### config.mk
export PLATFORM = sky130hd
export DESIGN_NAME = rv_decode
export DESIGN_NICKNAME = d
export VERILOG_FILES = /design/src/rv_pkg.sv /design/src/rv_inst_class.sv /design/src/rv_alu_ctrl_enc.sv /design/src/rv_imm_gen.sv /design/src/rv_decode_reg.sv /design/src/rv_decode.sv
export SDC_FILE = /design/constraint.sdc
export NUM_CORES = 1
export LEC_CHECK = 0
export ABC_CLOCK_PERIOD_IN_PS = 900
export BUFFER_PORTS_ARGS = -buffer_cell sky130_fd_sc_hd__buf_2
export CAP_MARGIN = 10
export CORE_ASPECT_RATIO = 2
export CORE_MARGIN = 2
export CORE_UTILIZATION = 40
export CTS_CLUSTER_SIZE = 10
export DETAILED_ROUTE_END_ITERATION = 6
export GPL_TIMING_DRIVEN = 0
export MAX_ROUTING_LAYER = met4
export PLACE_DENSITY_LB_ADDON = 0.08
export SLEW_MARGIN = 5
export SYNTH_ARGS = -nofsm -noshare
export SYNTH_HDL_FRONTEND = slang
export SYNTH_SLANG_ARGS = --single-unit
### constraint.sdc
create_clock -name i_clk -period 0.9 [get_ports i_clk]
set_clock_uncertainty 0.1 [all_clocks]
set_input_delay 0.18 -clock i_clk [delete_from_list [all_inputs] [get_ports i_clk]]
set_output_delay 0.18 -clock i_clk [all_outputs]
set_load 0.02 [all_outputs]
### src/rv_pkg.sv
`default_nettype none

package rv_pkg;

    localparam int XLEN = 32;

    // major opcodes, bits [6:2]
    localparam logic [4:0] OPC_LOAD     = 5'b00000;
    localparam logic [4:0] OPC_STORE    = 5'b01000;
    localparam logic [4:0] OPC_OP_IMM   = 5'b00100;
    localparam logic [4:0] OPC_OP       = 5'b01100;
    localparam logic [4:0] OPC_LUI      = 5'b01101;
    localparam logic [4:0] OPC_AUIPC    = 5'b00101;
    localparam logic [4:0] OPC_BRANCH   = 5'b11000;
    localparam logic [4:0] OPC_JAL      = 5'b11011;
    localparam logic [4:0] OPC_JALR     = 5'b11001;
    localparam logic [4:0] OPC_MISC_MEM = 5'b00011;

    localparam logic [1:0] OPC_FULL     = 2'b11; // non-compressed encoding

    localparam logic [6:0] F7_BASE      = 7'b0000000;
    localparam logic [6:0] F7_ALT       = 7'b0100000; // sub / sra / srai

    typedef struct packed {
        logic [6:0] funct7;
        logic [4:0] rs2;
        logic [4:0] rs1;
        logic [2:0] funct3;
        logic [4:0] rd;
        logic [6:0] opcode;
    } r_fmt_t;

    typedef struct packed {
        logic [11:0] imm12;
        logic [4:0]  rs1;
        logic [2:0]  funct3;
        logic [4:0]  rd;
        logic [6:0]  opcode;
    } i_fmt_t;

    // also the B layout, bits get shuffled later
    typedef struct packed {
        logic [6:0] imm_hi;
        logic [4:0] rs2;
        logic [4:0] rs1;
        logic [2:0] funct3;
        logic [4:0] imm_lo;
        logic [6:0] opcode;
    } s_fmt_t;

    // also the J layout
    typedef struct packed {
        logic [19:0] imm20;
        logic [4:0]  rd;
        logic [6:0]  opcode;
    } u_fmt_t;

    typedef union packed {
        logic [XLEN-1:0] raw;
        r_fmt_t          r;
        i_fmt_t          i;
        s_fmt_t          s;
        u_fmt_t          u;
    } instr_u;

    typedef struct packed {
        instr_u          instr;
        logic [XLEN-1:0] pc;
    } fetch_t;

    typedef struct packed {
        logic load;
        logic store;
        logic op_imm;
        logic op_reg;
        logic lui;
        logic auipc;
        logic branch;
        logic jal;
        logic jalr;
        logic fence;
    } inst_class_t;

    typedef struct packed {
        logic op1_pc;
        logic op1_reg;
        logic op2_imm;
        logic op2_reg;
        logic op2_j;
    } op_src_t;

    typedef struct packed {
        logic memory;
        logic pc_p4;
        logic alu;
    } res_src_t;

    typedef struct packed {
        logic res_cmp;
        logic res_bits;
        logic res_shift;
        logic res_arith;
        logic cmp_eq;
        logic cmp_lts;
        logic cmp_ltu;
        logic cmp_inversed;  // bne, bge, bgeu
        logic bits_and;
        logic bits_or;
        logic bits_xor;
        logic arith_add;
        logic arith_sub;
        logic arith_shl;
        logic arith_shr;
        logic shift_arithmetical;
    } alu_ctrl_t;

    typedef struct packed {
        logic [4:0]      rd;
        logic [4:0]      rs1;
        logic [4:0]      rs2;
        logic [XLEN-1:0] imm_i;
        logic [XLEN-1:0] imm_j;
        op_src_t         op_src;
        res_src_t        res_src;
        alu_ctrl_t       alu_ctrl;
        logic            reg_write;
        logic            inst_jal;
        logic            inst_jalr;
        logic            inst_branch;
        logic            inst_store;
        logic            supported;
        logic [2:0]      funct3;
        logic [XLEN-1:0] pc;
    } dec_t;

endpackage

`default_nettype wire

### src/rv_inst_class.sv
`timescale 1ns/1ps
`default_nettype none

module rv_inst_class (
    input  rv_pkg::instr_u      i_instr,
    output rv_pkg::inst_class_t o_class,
    output rv_pkg::op_src_t     o_op_src,
    output rv_pkg::res_src_t    o_res_src,
    output logic                o_reg_write,
    output logic                o_supported
);

    logic       full;
    logic [4:0] opc;
    logic [2:0] funct3;
    logic [6:0] funct7;
    logic       f7_base;
    logic       f7_alt;
    logic       shift_ok;
    logic       reg_ok;
    logic       br_ok;
    logic       ld_ok;
    logic       st_ok;
    logic       imm_op2;

    assign full    = (i_instr.r.opcode[1:0] == rv_pkg::OPC_FULL);
    assign opc     = i_instr.r.opcode[6:2];
    assign funct3  = i_instr.r.funct3;
    assign funct7  = i_instr.r.funct7;
    assign f7_base = (funct7 == rv_pkg::F7_BASE);
    assign f7_alt  = (funct7 == rv_pkg::F7_ALT);

    // shift immediates keep funct7 in imm[11:5]
    always_comb begin
        case (funct3)
            3'b001:  shift_ok = f7_base;
            3'b101:  shift_ok = f7_base | f7_alt;
            default: shift_ok = 1'b1;
        endcase
    end

    // alt form only exists for sub and sra
    assign reg_ok = f7_base | (f7_alt & ((funct3 == 3'b000) | (funct3 == 3'b101)));

    always_comb begin
        o_class.load   = full & (opc == rv_pkg::OPC_LOAD);
        o_class.store  = full & (opc == rv_pkg::OPC_STORE);
        o_class.op_imm = full & (opc == rv_pkg::OPC_OP_IMM) & shift_ok;
        o_class.op_reg = full & (opc == rv_pkg::OPC_OP) & reg_ok;
        o_class.lui    = full & (opc == rv_pkg::OPC_LUI);
        o_class.auipc  = full & (opc == rv_pkg::OPC_AUIPC);
        o_class.branch = full & (opc == rv_pkg::OPC_BRANCH);
        o_class.jal    = full & (opc == rv_pkg::OPC_JAL);
        o_class.jalr   = full & (opc == rv_pkg::OPC_JALR) & (funct3 == 3'b000);
        // fence and fence.i
        o_class.fence  = full & (opc == rv_pkg::OPC_MISC_MEM) & (funct3[2:1] == 2'b00);
    end

    assign imm_op2 = o_class.jalr | o_class.load | o_class.op_imm | o_class.lui
                   | o_class.auipc | o_class.store;

    always_comb begin
        o_op_src.op1_pc  = o_class.auipc | o_class.jal;
        o_op_src.op1_reg = ~(o_class.auipc | o_class.jal);
        o_op_src.op2_imm = imm_op2;
        o_op_src.op2_reg = ~(imm_op2 | o_class.jal);
        o_op_src.op2_j   = o_class.jal;
    end

    always_comb begin
        o_res_src.memory = o_class.load;
        o_res_src.pc_p4  = o_class.jal | o_class.jalr;   // link address
        o_res_src.alu    = ~(o_class.load | o_class.jal | o_class.jalr);
    end

    assign o_reg_write = o_class.load | o_class.op_imm | o_class.auipc | o_class.op_reg
                       | o_class.lui | o_class.jalr | o_class.jal;

    // funct3 holes of branch, load and store
    assign br_ok = o_class.branch & (funct3[2:1] != 2'b01);
    assign ld_ok = o_class.load & (funct3 != 3'b011) & (funct3[2:1] != 2'b11);
    assign st_ok = o_class.store & ~funct3[2] & (funct3[1:0] != 2'b11);

    assign o_supported = o_class.op_imm | o_class.op_reg | o_class.lui | o_class.auipc
                       | o_class.jal | o_class.jalr | o_class.fence
                       | br_ok | ld_ok | st_ok
                       | (i_instr.raw == '0);  // zero word treated as nop

endmodule

`default_nettype wire

### src/rv_alu_ctrl_enc.sv
`timescale 1ns/1ps
`default_nettype none

module rv_alu_ctrl_enc (
    input  rv_pkg::inst_class_t i_class,
    input  wire [2:0]           i_funct3,
    input  wire                 i_funct7_alt,
    output rv_pkg::alu_ctrl_t   o_alu_ctrl
);

    logic alu;     // op or op-imm
    logic f3_add;
    logic f3_sll;
    logic f3_slt;
    logic f3_sltu;
    logic f3_xor;
    logic f3_sr;
    logic f3_or;
    logic f3_and;
    logic sub;

    assign alu     = i_class.op_imm | i_class.op_reg;
    assign f3_add  = (i_funct3 == 3'b000);
    assign f3_sll  = (i_funct3 == 3'b001);
    assign f3_slt  = (i_funct3 == 3'b010);
    assign f3_sltu = (i_funct3 == 3'b011);
    assign f3_xor  = (i_funct3 == 3'b100);
    assign f3_sr   = (i_funct3 == 3'b101);
    assign f3_or   = (i_funct3 == 3'b110);
    assign f3_and  = (i_funct3 == 3'b111);

    // bit 30 is part of the immediate for addi
    assign sub = i_class.op_reg & f3_add & i_funct7_alt;

    always_comb begin
        o_alu_ctrl.res_cmp   = i_class.branch | (alu & (f3_slt | f3_sltu));
        o_alu_ctrl.res_bits  = alu & (f3_xor | f3_or | f3_and);
        o_alu_ctrl.res_shift = alu & (f3_sll | f3_sr);
        o_alu_ctrl.res_arith = alu & f3_add;

        // beq/bne, blt/bge, bltu/bgeu pair up on funct3[2:1]
        o_alu_ctrl.cmp_eq       = i_class.branch & (i_funct3[2:1] == 2'b00);
        o_alu_ctrl.cmp_lts      = (alu & f3_slt)
                                | (i_class.branch & (i_funct3[2:1] == 2'b10));
        o_alu_ctrl.cmp_ltu      = (alu & f3_sltu)
                                | (i_class.branch & (i_funct3[2:1] == 2'b11));
        o_alu_ctrl.cmp_inversed = i_class.branch & i_funct3[0];

        o_alu_ctrl.bits_and = alu & f3_and;
        o_alu_ctrl.bits_or  = alu & f3_or;
        o_alu_ctrl.bits_xor = alu & f3_xor;

        o_alu_ctrl.arith_add          = alu & f3_add & ~sub;
        o_alu_ctrl.arith_sub          = sub;
        o_alu_ctrl.arith_shl          = alu & f3_sll;
        o_alu_ctrl.arith_shr          = alu & f3_sr;
        o_alu_ctrl.shift_arithmetical = alu & f3_sr & i_funct7_alt; // sra, srai
    end

endmodule

`default_nettype wire

### src/rv_imm_gen.sv
`timescale 1ns/1ps
`default_nettype none

module rv_imm_gen (
    input  rv_pkg::instr_u             i_instr,
    input  rv_pkg::inst_class_t        i_class,
    output logic [rv_pkg::XLEN-1:0]    o_imm_i,
    output logic [rv_pkg::XLEN-1:0]    o_imm_j
);

    logic [rv_pkg::XLEN-1:0] imm_i;
    logic [rv_pkg::XLEN-1:0] imm_s;
    logic [rv_pkg::XLEN-1:0] imm_b;
    logic [rv_pkg::XLEN-1:0] imm_u;
    logic [rv_pkg::XLEN-1:0] imm_j;

    assign imm_i = {{20{i_instr.i.imm12[11]}}, i_instr.i.imm12};
    assign imm_s = {{20{i_instr.s.imm_hi[6]}}, i_instr.s.imm_hi, i_instr.s.imm_lo};

    // imm_lo[0] is b[11], imm_hi[6] the sign
    assign imm_b = {{19{i_instr.s.imm_hi[6]}},
                    i_instr.s.imm_hi[6],
                    i_instr.s.imm_lo[0],
                    i_instr.s.imm_hi[5:0],
                    i_instr.s.imm_lo[4:1],
                    1'b0};

    assign imm_u = {i_instr.u.imm20, 12'b0};

    assign imm_j = {{11{i_instr.u.imm20[19]}},
                    i_instr.u.imm20[19],
                    i_instr.u.imm20[7:0],    // j[19:12]
                    i_instr.u.imm20[8],      // j[11]
                    i_instr.u.imm20[18:9],   // j[10:1]
                    1'b0};

    always_comb begin
        if (i_class.lui | i_class.auipc) begin
            o_imm_i = imm_u;
        end else if (i_class.store) begin
            o_imm_i = imm_s;
        end else begin
            o_imm_i = imm_i;
        end
    end

    assign o_imm_j = i_class.jal ? imm_j : imm_b;

endmodule

`default_nettype wire

### src/rv_decode_reg.sv
`timescale 1ns/1ps
`default_nettype none

module rv_decode_reg #(
    parameter int P_PC_W = 32
) (
    input  wire                          i_clk,
    input  wire                          i_arst_n,
    input  rv_pkg::instr_u               i_instr,
    input  wire [P_PC_W-1:0]             i_pc,
    input  rv_pkg::inst_class_t          i_class,
    input  rv_pkg::op_src_t              i_op_src,
    input  rv_pkg::res_src_t             i_res_src,
    input  rv_pkg::alu_ctrl_t            i_alu_ctrl,
    input  wire                          i_reg_write,
    input  wire                          i_supported,
    input  wire [rv_pkg::XLEN-1:0]       i_imm_i,
    input  wire [rv_pkg::XLEN-1:0]       i_imm_j,
    output rv_pkg::dec_t                 o_dec
);

    rv_pkg::dec_t dec_d;

    always_comb begin
        dec_d.rd  = i_instr.r.rd;
        dec_d.rs1 = i_class.lui ? 5'd0 : i_instr.r.rs1;  // lui reads x0
        dec_d.rs2 = i_instr.r.rs2;

        dec_d.imm_i    = i_imm_i;
        dec_d.imm_j    = i_imm_j;
        dec_d.op_src   = i_op_src;
        dec_d.res_src  = i_res_src;
        dec_d.alu_ctrl = i_alu_ctrl;

        dec_d.reg_write   = i_reg_write;
        dec_d.inst_jal    = i_class.jal;
        dec_d.inst_jalr   = i_class.jalr;
        dec_d.inst_branch = i_class.branch;
        dec_d.inst_store  = i_class.store;
        dec_d.supported   = i_supported;

        dec_d.funct3 = i_instr.r.funct3;
        dec_d.pc     = rv_pkg::XLEN'(i_pc);  // upper bits zero
    end

    // whole word registered so every field lines up with pc
    always_ff @(posedge i_clk or negedge i_arst_n) begin
        if (!i_arst_n) begin
            o_dec <= '0;
        end else begin
            o_dec <= dec_d;
        end
    end

endmodule

`default_nettype wire

### src/rv_decode.sv
`timescale 1ns/1ps
`default_nettype none

module rv_decode #(
    parameter int P_PC_W = 32
) (
    input  wire            i_clk,
    input  wire            i_arst_n,
    input  rv_pkg::fetch_t i_fetch,
    output rv_pkg::dec_t   o_dec
);

    rv_pkg::inst_class_t     inst_class;
    rv_pkg::op_src_t         op_src;
    rv_pkg::res_src_t        res_src;
    rv_pkg::alu_ctrl_t       alu_ctrl;
    logic                    reg_write;
    logic                    supported;
    logic [rv_pkg::XLEN-1:0] imm_i;
    logic [rv_pkg::XLEN-1:0] imm_j;

    rv_inst_class u_inst_class (
        .i_instr     (i_fetch.instr),
        .o_class     (inst_class),
        .o_op_src    (op_src),
        .o_res_src   (res_src),
        .o_reg_write (reg_write),
        .o_supported (supported)
    );

    rv_alu_ctrl_enc u_alu_ctrl_enc (
        .i_class      (inst_class),
        .i_funct3     (i_fetch.instr.r.funct3),
        .i_funct7_alt (i_fetch.instr.raw[30]),
        .o_alu_ctrl   (alu_ctrl)
    );

    rv_imm_gen u_imm_gen (
        .i_instr (i_fetch.instr),
        .i_class (inst_class),
        .o_imm_i (imm_i),
        .o_imm_j (imm_j)
    );

    rv_decode_reg #(
        .P_PC_W (P_PC_W)
    ) u_decode_reg (
        .i_clk       (i_clk),
        .i_arst_n    (i_arst_n),
        .i_instr     (i_fetch.instr),
        .i_pc        (i_fetch.pc[P_PC_W-1:0]),
        .i_class     (inst_class),
        .i_op_src    (op_src),
        .i_res_src   (res_src),
        .i_alu_ctrl  (alu_ctrl),
        .i_reg_write (reg_write),
        .i_supported (supported),
        .i_imm_i     (imm_i),
        .i_imm_j     (imm_j),
        .o_dec       (o_dec)
    );

endmodule

`default_nettype wire

* Word level (Yosys, flattened, before mapping) *
Index checks and enable logic that the tools add are counted.

operators by class
  $add $sub $neg = 0
  $mul = 0
  divide/modulo/power cells = 0
  order comparisons = 0
  equality and inequality tests = 24
  shifts and indexed selects = 0
  muxes and demuxes = 5
  bitwise operators = 81
  reductions and logical operators = 5

operators with widths
  cell                                           count
  AND 1 bit                                      39
  OR 1 bit                                       37
  zero test 32 bit                               1
  two-way mux 31 bit                             1
  two-way mux 20 bit                             1
  == test 5 x 4 -> 1 bit, second input constant  3
  == test 5 bit, second input constant           3
  == test 3 bit, second input constant           4
  == test 5 x 3 -> 1 bit, second input constant  2
  two-way mux 5 bit                              2
  == test 7 x 6 -> 1 bit, second input constant  1
  zero test 7 bit                                1
  == test 2 bit, second input constant           3
  == test 3 x 2 -> 1 bit, second input constant  2
  == test 5 x 2 -> 1 bit, second input constant  1
  zero test 5 bit                                1
  NOT 1 bit                                      5
  != test 2 bit, second input constant           2
  == test 3 x 1 -> 1 bit, second input constant  1
  zero test 3 bit                                1
  != test 3 x 2 -> 1 bit, second input constant  1
  zero test 2 bit                                1
  != test 2 x 1 -> 1 bit, second input constant  1
  one-hot mux 1 bit (2 select lines)             1

storage, ports and cells
  register bits = 132
  bits in latches = 0
  memory bits (writable) = 0
  memory bits (read-only) = 0
  input bits = 66
  output and inout port bits = 144
  logic and storage cells = 151
  memories kept = 0

* Logic depth before layout (Yosys ltp) *
Gate-level depths: netlist of run 1.

  word-level depth = 15
  mapped depth = 7
  gate-level depth less buffers = 5

* By module *
Synthesis of run 1 repeated with hierarchy kept, for this count alone.

unflattened totals
  cell total of the unflattened synthesis = 337
  area total of the unflattened synthesis = 4829.6 um^2

modules (own cells, without submodules)
  module           instances  cells each  area each (um^2)  seq. area each (um^2)
  rv_decode_reg    1          149         3634.7            3603.5
  rv_imm_gen       1          89          604.3             0.0
  rv_inst_class    1          67          412.9             0.0
  rv_alu_ctrl_enc  1          32          177.7             0.0

* Worst setup path after synthesis of run 1 *
No wires, ideal clock.

  path kind = input to register
  start point = in i_fetch[35] (netlist name)
  end point = reg, netlist name u_decode_reg.o_dec[45]
  setup time = 0.119 ns
  arrival = 1.372 ns
  required time = 0.681 ns
  setup slack = -0.691 ns
  stages on the path = 5
  path buffers = 1
  cells stage by stage = buf_6 > and4bb_4 > nand4b_4 > or4_1 > and2_1

RTL lines
  what             line            RTL
  start, declared  rv_decode.sv:9  input rv_pkg::fetch_t i_fetch,

* Worst setup path in the final report of run 1 *
  start point = reg, netlist name u_decode_reg.o_dec[85]
  end point = out o_dec[89] (netlist name)

RTL lines
  what           line             RTL
  end, declared  rv_decode.sv:10  output rv_pkg::dec_t o_dec

No word-level cell between the ends.

==> results.md, run 1 <==
- Worst min path class: in2async
- Final #Nets: slightly below 700
- EDFF count, synth: 0
- Final Cycle Share: 1.73
- Worst EP arrival: around 1.3 ns
- Core area: 10,800 sq um
- Slew Limit Fails: 0
- Synthesized area: around 4400 sq um
- Crit Path Max Fanout: 6
- Fin worst setup slack: -0.656 ns
- Clock transition at path regs: approximately 0.06 ns
- Yosys warning count: 0
- Die width: 78.3 um
- DRC viols: 0
- Die Ht: between 150 and 200 um
- Final GP Congestion: slightly below 0.9
- First drt pass iteration count: 4
- Synthesized net count: between 300 and 400
- Global-route wire length before repair: 23,700 um
- Clk buf depth: 2
- All-Layer GR Usage: 0.275
- CTS tree: built
- P_leak: between 4 and 5 nW
- Hpwl dp: 8800 um
- CTS Sinks: 130
- Layout cell share with drive strength beyond 1: 0.569
- Routed via count: around 3,700
- Synth top area cells: dfrtp_1 74%, a21o_1 4.6%, buf_4 2.6%
- Largest net degree at the start of global routing: 76
- Hold Vio Cnt, Final: 56
- Starting density of the core: 0.408
- Max FFs per register: 130
- FP Rows: between 50 and 60
- Max-capacitance violation count: 0
- Area growth, synth to finish: 97.9%
- Die Footprint: about 12,000 sq um
- Worst slew margin: 0.561
- Peak supply drop: between 1.5 and 2 mV
- Beginning of the critical path: u_decode_reg.o_dec[85]
- Post-DP Area: about 5800 sq um
- Crit path launch type: flop
- Worst setup EP type: output pin
- Register area share after synthesis: 0.737
- Initial antenna violation count: 0
- Ports: 210
- FMAX: about 640 MHz
- RSZ-0062 raised after global routing: true
- Total power: 15.8 mW
- Worst-Margin Slew: 0.658 ns
- Iteration-0 DRC Markers: approximately 160
- Final hold slack: -0.363 ns
- Final worst path period need: about 1.6 ns
- Synth Instances: 298
- End point of the critical path: o_dec[89]
- I/O Buffers: a little over 200
- Library cells used by synthesis: 48
- Critical path class: reg2out
- Gr ovfl total: 0
- Final setup fails: around 210
- Wire length per cell: about 20 um
- Routed Antenna Nets: 0
- Vias in the first global route: approximately 4,200
- Yosys reg bits: 130
- Fraction of registers with async set/reset: 1.00
- Post-Place Worst Slack: -1.13 ns
- Routed WL: around 16,000 um
- Top flop regs: u_decode_reg.o_dec: 130 flops
- Finished Core Util: 0.808
- Post-synth top area share: 0.737
- Ant diodes: 0
- Failing checks: negative hold slack, negative setup slack
- Hold bufs inserted after CTS: 60
- Avg Inst Size Synth: 14.8 sq um
- Reg with most FFs: u_decode_reg.o_dec
- WP data required: approximately 0.62 ns
- Number of H-tree branching levels: 4
- Pwr dens: about 1800 nW/um^2
- CTS root buf: clkbuf_16
- Yosys top cell by area: dfrtp_1
- Design Area, Final: roughly 8700 sq um
- Ys flop type: dfrtp_1
- DR vias/cell: a little under 5
- Total CTS buffers: 17
- Status: finished, violations left
## critical path: stages, from the launching register on
cell	delay (ns)
dfrtp_4	0.50
buf_6	0.15
buf_6	0.11
buf_6	0.12
## report_power, final
part	internal, mW	switching [mW]	total [mW]
logic	1.21	1.06	2.27
registers	6.10	0.134	6.24
clock network	4.71	2.55	7.26
## layer usage
layer / vias to the layer above / global-route usage / part of all wire
li1: 1654 / - / -
met1: 1884 / 0.261 / 0.32
met2: 173 / 0.532 / 0.61
met3: 27 / 0.0557 / 0.046
met4: 0 / 0.0894 / 0.023
met5: - / - / 0
## what timing repair did
item                                   4_1_cts  5_1_grt
cloned                                       2        2
pin swaps                                   19       10
setup endpoints to repair                  213      212
resized for setup                          376       26
buffers inserted                            31       10
endpoints found under the hold margin      149       56
## layout by cell type (no fill, tap or decap), types with 4 or more instances in the layout
cell,synthesis,final
nor2_2,0,5
nor2_1,17,11
and2_4,0,7
clkbuf_16,0,20
dfrtp_1,130,129
buf_8,0,9
a21o_1,27,27
dlygate4sd3_1,0,60
buf_4,15,27
mux2_4,0,5
bufinv_16,0,4
mux2i_1,5,5
buf_2,3,50
clkinv_4,0,4
buf_6,1,175
nor2b_1,9,5
buf_12,0,8
## final cells by class
type	instances	area, sq um
Sequential cell	130	3260
Inverter	4	15.0
Multi-Input combinational cell	136	1220
Timing Repair Buffer	311	3100
Clock inverter	13	185
Fill cell	575	2080
Buffer	25	340
Tap cell	140	175
Clock buffer	19	443
## logic make-up after synthesis
logic type / synth area share
compound gates: 0.0675
other cells: 0.000850
mux: 0.0241
flops: 0.737
simple gates: 0.124
xor+xnor: 0.00397
buf+inv: 0.0425
## how the worst min path moves through the flow
stage                start  slack, ns                     end  depth (start not counted)
2_1_floorplan     i_arst_n      -0.22   u_decode_reg.o_dec[0]                          0
3_3_place_gp   i_fetch[15]       0.19  u_decode_reg.o_dec[15]                          1
3_5_place_dp      i_arst_n       0.07   u_decode_reg.o_dec[0]                          1
4_1_cts           i_arst_n      -0.36   u_decode_reg.o_dec[0]                          1
5_1_grt           i_arst_n      -0.33   u_decode_reg.o_dec[6]                          1
6_report          i_arst_n      -0.36   u_decode_reg.o_dec[1]                          1
## per-stage QoR
step                      hold slack (ns)  TNS [ns]  cells
after floorplan                    -0.216    -32.27    298
after global placement              0.187   -325.54    643
after detailed placement           0.0749    -75.20    644
after CTS                          -0.360    -57.95    767
after global routing               -0.334    -63.99    778
final                              -0.363    -57.92    778
## cell usage after synthesis (2+ instances only)
| library cell | instances |
|---|---|
| clkbuf_1 | 8 |
| nor4_2 | 2 |
| nand2b_1 | 4 |
| buf_4 | 15 |
| xor2_1 | 2 |
| nor4_1 | 4 |
| and2_1 | 8 |
| inv_1 | 3 |
| o31ai_1 | 2 |
| a21o_1 | 27 |
| nand3_1 | 3 |
| mux2i_1 | 5 |
| nor2_1 | 17 |
| or3_1 | 3 |
| nand3b_1 | 2 |
| nand2_1 | 7 |
| buf_2 | 3 |
| nor3_1 | 4 |
| nor3_2 | 3 |
| nor2b_1 | 9 |
| dfrtp_1 | 130 |
| nor3b_1 | 2 |
| mux2_2 | 5 |
| and3_1 | 4 |
| nand4_1 | 3 |
Note: power is estimated with default switching activity, not from simulation.
==> run 2: changes to the inputs <==
ABC_CLOCK_PERIOD_IN_PS = 1900   (was 900)
clock period = 1.9 ns   (was 0.9 ns; I/O delays follow)
==> results.md, run 2 (synthesis results as in run 1) <==
- Max-capacitance violation count: 0 (unchanged)
- Critical path cell sequence: buf_4 > buf_2 (was buf_6 > buf_6 > buf_6)
- Slowest CP cell: dfrtp_1 (was dfrtp_4)
- Peak supply drop: 0.726 mV (was 1.93 mV)
- Worst-Margin Slew: 0.641 ns (was 0.658 ns)
- Final #Nets: 622 (was 691)
- Starting density of the core: 0.408 (unchanged)
- Total CTS buffers: 17 (unchanged)
- RSZ-0062 raised after global routing: false (was true)
- Commonest non-fill, non-tap cell in the layout: buf_2 (was buf_6)
- CP bufs+invs: 2 (was 3)
- Finished Core Util: 0.612 (was 0.808)
- Number of H-tree branching levels: 4 (unchanged)
- Slew Limit Fails: 0 (unchanged)
- First drt pass iteration count: 4 (unchanged)
- Clock transition at path regs: 0.06 ns (about the same)
- Final setup fails: 0 (was 207)
- Worst setup EP type: output pin (unchanged)
- CTS-repair resized insts: 0 (was 376)
- Global-route wire length before repair: 18,800 um (was 23,700 um)
- Commonest cells after routing, fill and taps aside: 207 x buf_2, 130 x dfrtp_1, 33 x dlygate4sd3_1 (was 175 x buf_6, 129 x dfrtp_1, 60 x dlygate4sd3_1)
- Hold Vio Cnt, Final: 0 (was 56)
- CTS Sinks: 130 (unchanged)
- Crit path launch type: flop (unchanged)
- Iteration-0 DRC Markers: 85 (was 158)
- CTS tree: built (unchanged)
- Worst slew margin: 0.573 (was 0.561)
- Ports: 210 (unchanged)
- Initial antenna violation count: 0 (unchanged)
- Reg with most FFs: u_decode_reg.o_dec (unchanged)
- FMAX: roughly 570 MHz
- Hold bufs inserted after CTS: 33 (was 60)
- Die width: 78.3 um (unchanged)
- I/O Buffers: 205 (unchanged)
- FP Rows: 54 (unchanged)
- Routed Antenna Nets: 0 (unchanged)
- Ant diodes: 0 (unchanged)
- Area growth, synth to finish: 50.0% (was 97.9%)
- Top flop regs: u_decode_reg.o_dec: 130 flops (unchanged)
- Vias in the first global route: 3,514 (was 4,205)
- Die Footprint: 11,900 sq um (unchanged)
- Final GP Congestion: 0.743 (was 0.875)
- Critical path class: reg2out (unchanged)
- Routed WL: 11,800 um (was 15,500 um)
- Clk buf depth: 2 (unchanged)
- Routed via count: 3,268 (was 3,738)
- Worst min path class: in2reg (was in2async)
- Largest net degree at the start of global routing: 78 (was 76)
- WP data required: 1.42 ns (was 0.62 ns)
- Status: complete, no violations (was finished, violations left)
- Layout cell share with drive strength beyond 1: 0.485 (was 0.569)
- Wire length per cell: 16.7 um (was 20.0 um)
- Number of setup buffers added after CTS: 0 (was 31)
- Final worst path period need: 1.76 ns
- Slowest stage delay, CP: 0.55 ns (was 0.50 ns)
- All-Layer GR Usage: 0.216 (was 0.275)
- Pwr dens: 1070 nW/um^2 (was 1800 nW/um^2)
- Crit Path Max Fanout: 13 (was 6)
- P_leak: 3.49 nW (was 4.35 nW)
- Post-Place Worst Slack: -0.261 ns (was -1.13 ns)
- Hpwl dp: 8500 um (was 8800 um)
- DR vias/cell: 4.61 (was 4.80)
- Gr ovfl total: 0 (unchanged)
- Core area: 10,800 sq um (unchanged)
- Fin worst setup slack: 0.140 ns (was -0.656 ns)
- CTS root buf: clkbuf_16 (unchanged)
- Final Cycle Share: 0.926
- CP delay by family, top: flip-flops (unchanged)
- Die Ht: 153 um (unchanged)
- Max FFs per register: 130 (unchanged)
- Worst EP arrival: 1.28 ns (about the same)
- DRC viols: 0 (unchanged)
run 2: per-layer routing:
| layer | routed length (um) | GRT usage | vias to the layer above |
|---|---|---|---|
| met1 | 4130 | 0.220 | 1594 |
| met2 | 6710 | 0.379 | 144 |
| met5 | 0 | - | - |
| li1 | - | - | 1507 |
| met3 | 676 | 0.0545 | 23 |
| met4 | 307 | 0.101 | 0 |
run 2: final cells by class:
class | count | area [sq um]
clock inverters | 14 | 201
flip-flops and latches | 130 | 3250
well taps | 140 | 175
repair buffers | 239 | 1390
fillers | 905 | 4190
inverters | 4 | 15.0
clock buffers | 18 | 439
multi-input cells | 136 | 973
plain buffers | 28 | 173
run 2: final timing paths:
kind	from	endpoint	slack, ns	cells after the start
setup / recovery	u_decode_reg.o_dec[85]	o_dec[128]	0.14	2
hold / removal	i_fetch[42]	u_decode_reg.o_dec[142]	0.02	1
max in group asynchronous	i_arst_n	u_decode_reg.o_dec[104]	0.56	3
min in group asynchronous	i_arst_n	u_decode_reg.o_dec[6]	0.39	2
run 2: metrics by stage:
step / area [sq um] / power (mW) / setup TNS [ns] / hold WS (ns) / instances
after floorplan: 4410 / 3.28 / 0 / -0.0156 / 298
after global placement: 5620 / 3.59 / -164.84 / 0.388 / 643
after detailed placement: 5650 / 3.61 / -9.89 / 0.268 / 644
after CTS: 6620 / 7.16 / 0 / 0.00394 / 709
after global routing: 6620 / 7.33 / 0 / 0.0104 / 709
final: 6620 / 7.07 / 0 / 0.0204 / 709
run 2: where the power goes:
part	switching [mW]	internal, mW
Combinational	0.424	0.264
Clock	1.22	2.25
Sequential	0.0299	2.89
==> run 3: changes to the inputs <==
GPL_TIMING_DRIVEN = not set   (was 0)
==> results.md, run 3 (synthesis results as in run 1) <==
- Slew Limit Fails: 0 (unchanged)
- Final worst path period need: 1.83 ns (was 1.76 ns)
- Critical path class: in2reg (was reg2out)
- WP data required: 2.14 ns (was 1.42 ns)
- CTS-repair resized insts: 0 (unchanged)
- Max FFs per register: 130 (unchanged)
- Worst setup EP type: flop (was output pin)
- CTS root buf: clkbuf_16 (unchanged)
- Status: complete, no violations (unchanged)
- Hold Path End: u_decode_reg.o_dec[142] (unchanged)
- Top flop regs: u_decode_reg.o_dec: 130 flops (unchanged)
- CTS Sinks: 130 (unchanged)
- Initial antenna violation count: 1 (was 0)
- Max-capacitance violation count: 0 (unchanged)
- Hold Path Cell Cnt: 1 (unchanged)
- P_leak: 3.59 nW (was 3.49 nW)
- Final std cells w/o fill: 716 (was 709)
- Routed Antenna Nets: 0 (unchanged)
- Wire length per cell: 16.4 um (was 16.7 um)
- Worst-Margin Slew: 0.671 ns (was 0.641 ns)
- Final #Nets: 629 (was 622)
- Vias in the first global route: 3,466 (was 3,514)
- Worst slew margin: 0.552 (was 0.573)
- Final setup fails: 0 (unchanged)
- FP Rows: 54 (unchanged)
- Global-route wire length before repair: 18,700 um (was 18,800 um)
- Total CTS buffers: 17 (unchanged)
- Gr ovfl total: 0 (unchanged)
- Hold path start: i_fetch[42] (unchanged)
- Area growth, synth to finish: 53.3% (was 50.0%)
- Hold Vio Cnt, Final: 0 (unchanged)
- Core area: 10,800 sq um (unchanged)
- Number of H-tree branching levels: 4 (unchanged)
- Final Cycle Share: 0.965 (was 0.926)
- Commonest non-fill, non-tap cell in the layout: buf_2 (unchanged)
- Ports: 210 (unchanged)
- RSZ-0062 raised after global routing: false (unchanged)
- Reg with most FFs: u_decode_reg.o_dec (unchanged)
- Largest net degree at the start of global routing: 48 (was 78)
- Final hold slack: 0.0238 ns (was 0.0204 ns)
- Clk buf depth: 2 (unchanged)
- Placed insts: 650 (was 644)
- Starting density of the core: 0.408 (unchanged)
- Clock transition at path regs: 0.06 ns (about the same)
- Layout cell share with drive strength beyond 1: 0.504 (was 0.485)
- Die width: 78.3 um (unchanged)
- Hpwl dp: 8580 um (was 8500 um)
- Routed via count: 3,269 (was 3,268)
- Slowest stage delay, CP: 0.53 ns (was 0.55 ns)
- Peak supply drop: 0.796 mV (was 0.726 mV)
- Die Footprint: 11,900 sq um (unchanged)
- Beginning of the critical path: i_fetch[43] (was u_decode_reg.o_dec[85])
- DRC viols: 0 (unchanged)
- CTS tree: built (unchanged)
- Routed WL: 11,700 um (was 11,800 um)
- Commonest cells after routing, fill and taps aside: 207 x buf_2, 130 x dfrtp_1, 34 x dlygate4sd3_1 (was 207 x buf_2, 130 x dfrtp_1, 33 x dlygate4sd3_1)
- Crit path launch type: input pin (was flop)
- All-Layer GR Usage: 0.216 (about the same)
- FMAX: 546 MHz (was 568 MHz)
- Pwr dens: 1080 nW/um^2 (was 1070 nW/um^2)
- Worst min path class: in2reg (unchanged)
- I/O Buffers: 208 (was 205)
- Critical path cell sequence: dlygate4sd3_1 > buf_2 > nor4_1 > buf_4 > nand3_1 > or3_1 > nand4_1 (was buf_4 > buf_2)
- Crit Path Max Fanout: 4 (was 13)
- First drt pass iteration count: 4 (unchanged)
- Iteration-0 DRC Markers: 100 (was 85)
- Final GP Congestion: 0.842 (was 0.743)
- DR vias/cell: 4.57 (was 4.61)
- Die Ht: 153 um (unchanged)
- Slowest CP cell: dlygate4sd3_1 (was dfrtp_1)
- Worst EP arrival: 2.07 ns (was 1.28 ns)
## run 3: cell count changes in the layout (fill, tap and decap cells not counted), moves of 2 or more
cell and change:
buf_4 +14, bufinv_16 +2, buf_12 +3, inv_6 -3, clkbuf_1 -7
## run 3: worst max path at each step
stage,endpoint,depth (start not counted)
global route,u_decode_reg.o_dec[35],7
detailed placement,u_decode_reg.o_dec[45],6
CTS,u_decode_reg.o_dec[35],7
finish,u_decode_reg.o_dec[35],7
floorplan,u_decode_reg.o_dec[45],5
global placement,u_decode_reg.o_dec[45],6
## run 3: final cells by class
type | instances | area (sq um)
repair buffers | 274 | 1670
flip-flops and latches | 130 | 3250
clock buffers | 19 | 443
diodes | 1 | 2.50
fillers | 886 | 4040
inverters | 4 | 15.0
well taps | 140 | 175
multi-input cells | 136 | 982
clock inverters | 12 | 231
## run 3: routing by layer
layer	up-vias	wire [um]	GRT usage
met4	0	280	0.0944
met1	1594	4160	0.228
li1	1517	-	-
met2	137	6680	0.378
met5	-	0	-
met3	21	604	0.0504
## run 3: timing repair
item,4_1_cts,5_1_grt
hold buffers,34,0
setup buffers,0,0
hold endpoints to repair,77,0
## run 3: metrics by stage
step	power [mW]	instance area (sq um)	setup TNS, ns	worst slack [ns]	util
2_1_floorplan	3.28	4410	0	0.109	-
3_3_place_gp	3.61	5750	-1.08	-0.128	0.532
3_5_place_dp	3.62	5750	-1.41	-0.156	0.532
4_1_cts	7.39	6770	0	0.111	0.626
5_1_grt	7.55	6770	0	0.0464	0.626
6_report	7.29	6770	0	0.0672	0.626
## run 3: worst max-delay path: cells and delay by family
| family | cells | cell delay [ns] |
|---|---|---|
| simple gates | 4 | 0.84 |
| buf+inv | 3 | 0.85 |
## run 3: report_power, final
part           leakage, nW  internal [mW]  total (mW)  switching, mW
logic                 1.70          0.274       0.699          0.425
clock network        0.323           2.50        3.67           1.17
registers             1.57           2.89        2.92         0.0302
total                 3.59           5.66        7.29           1.63
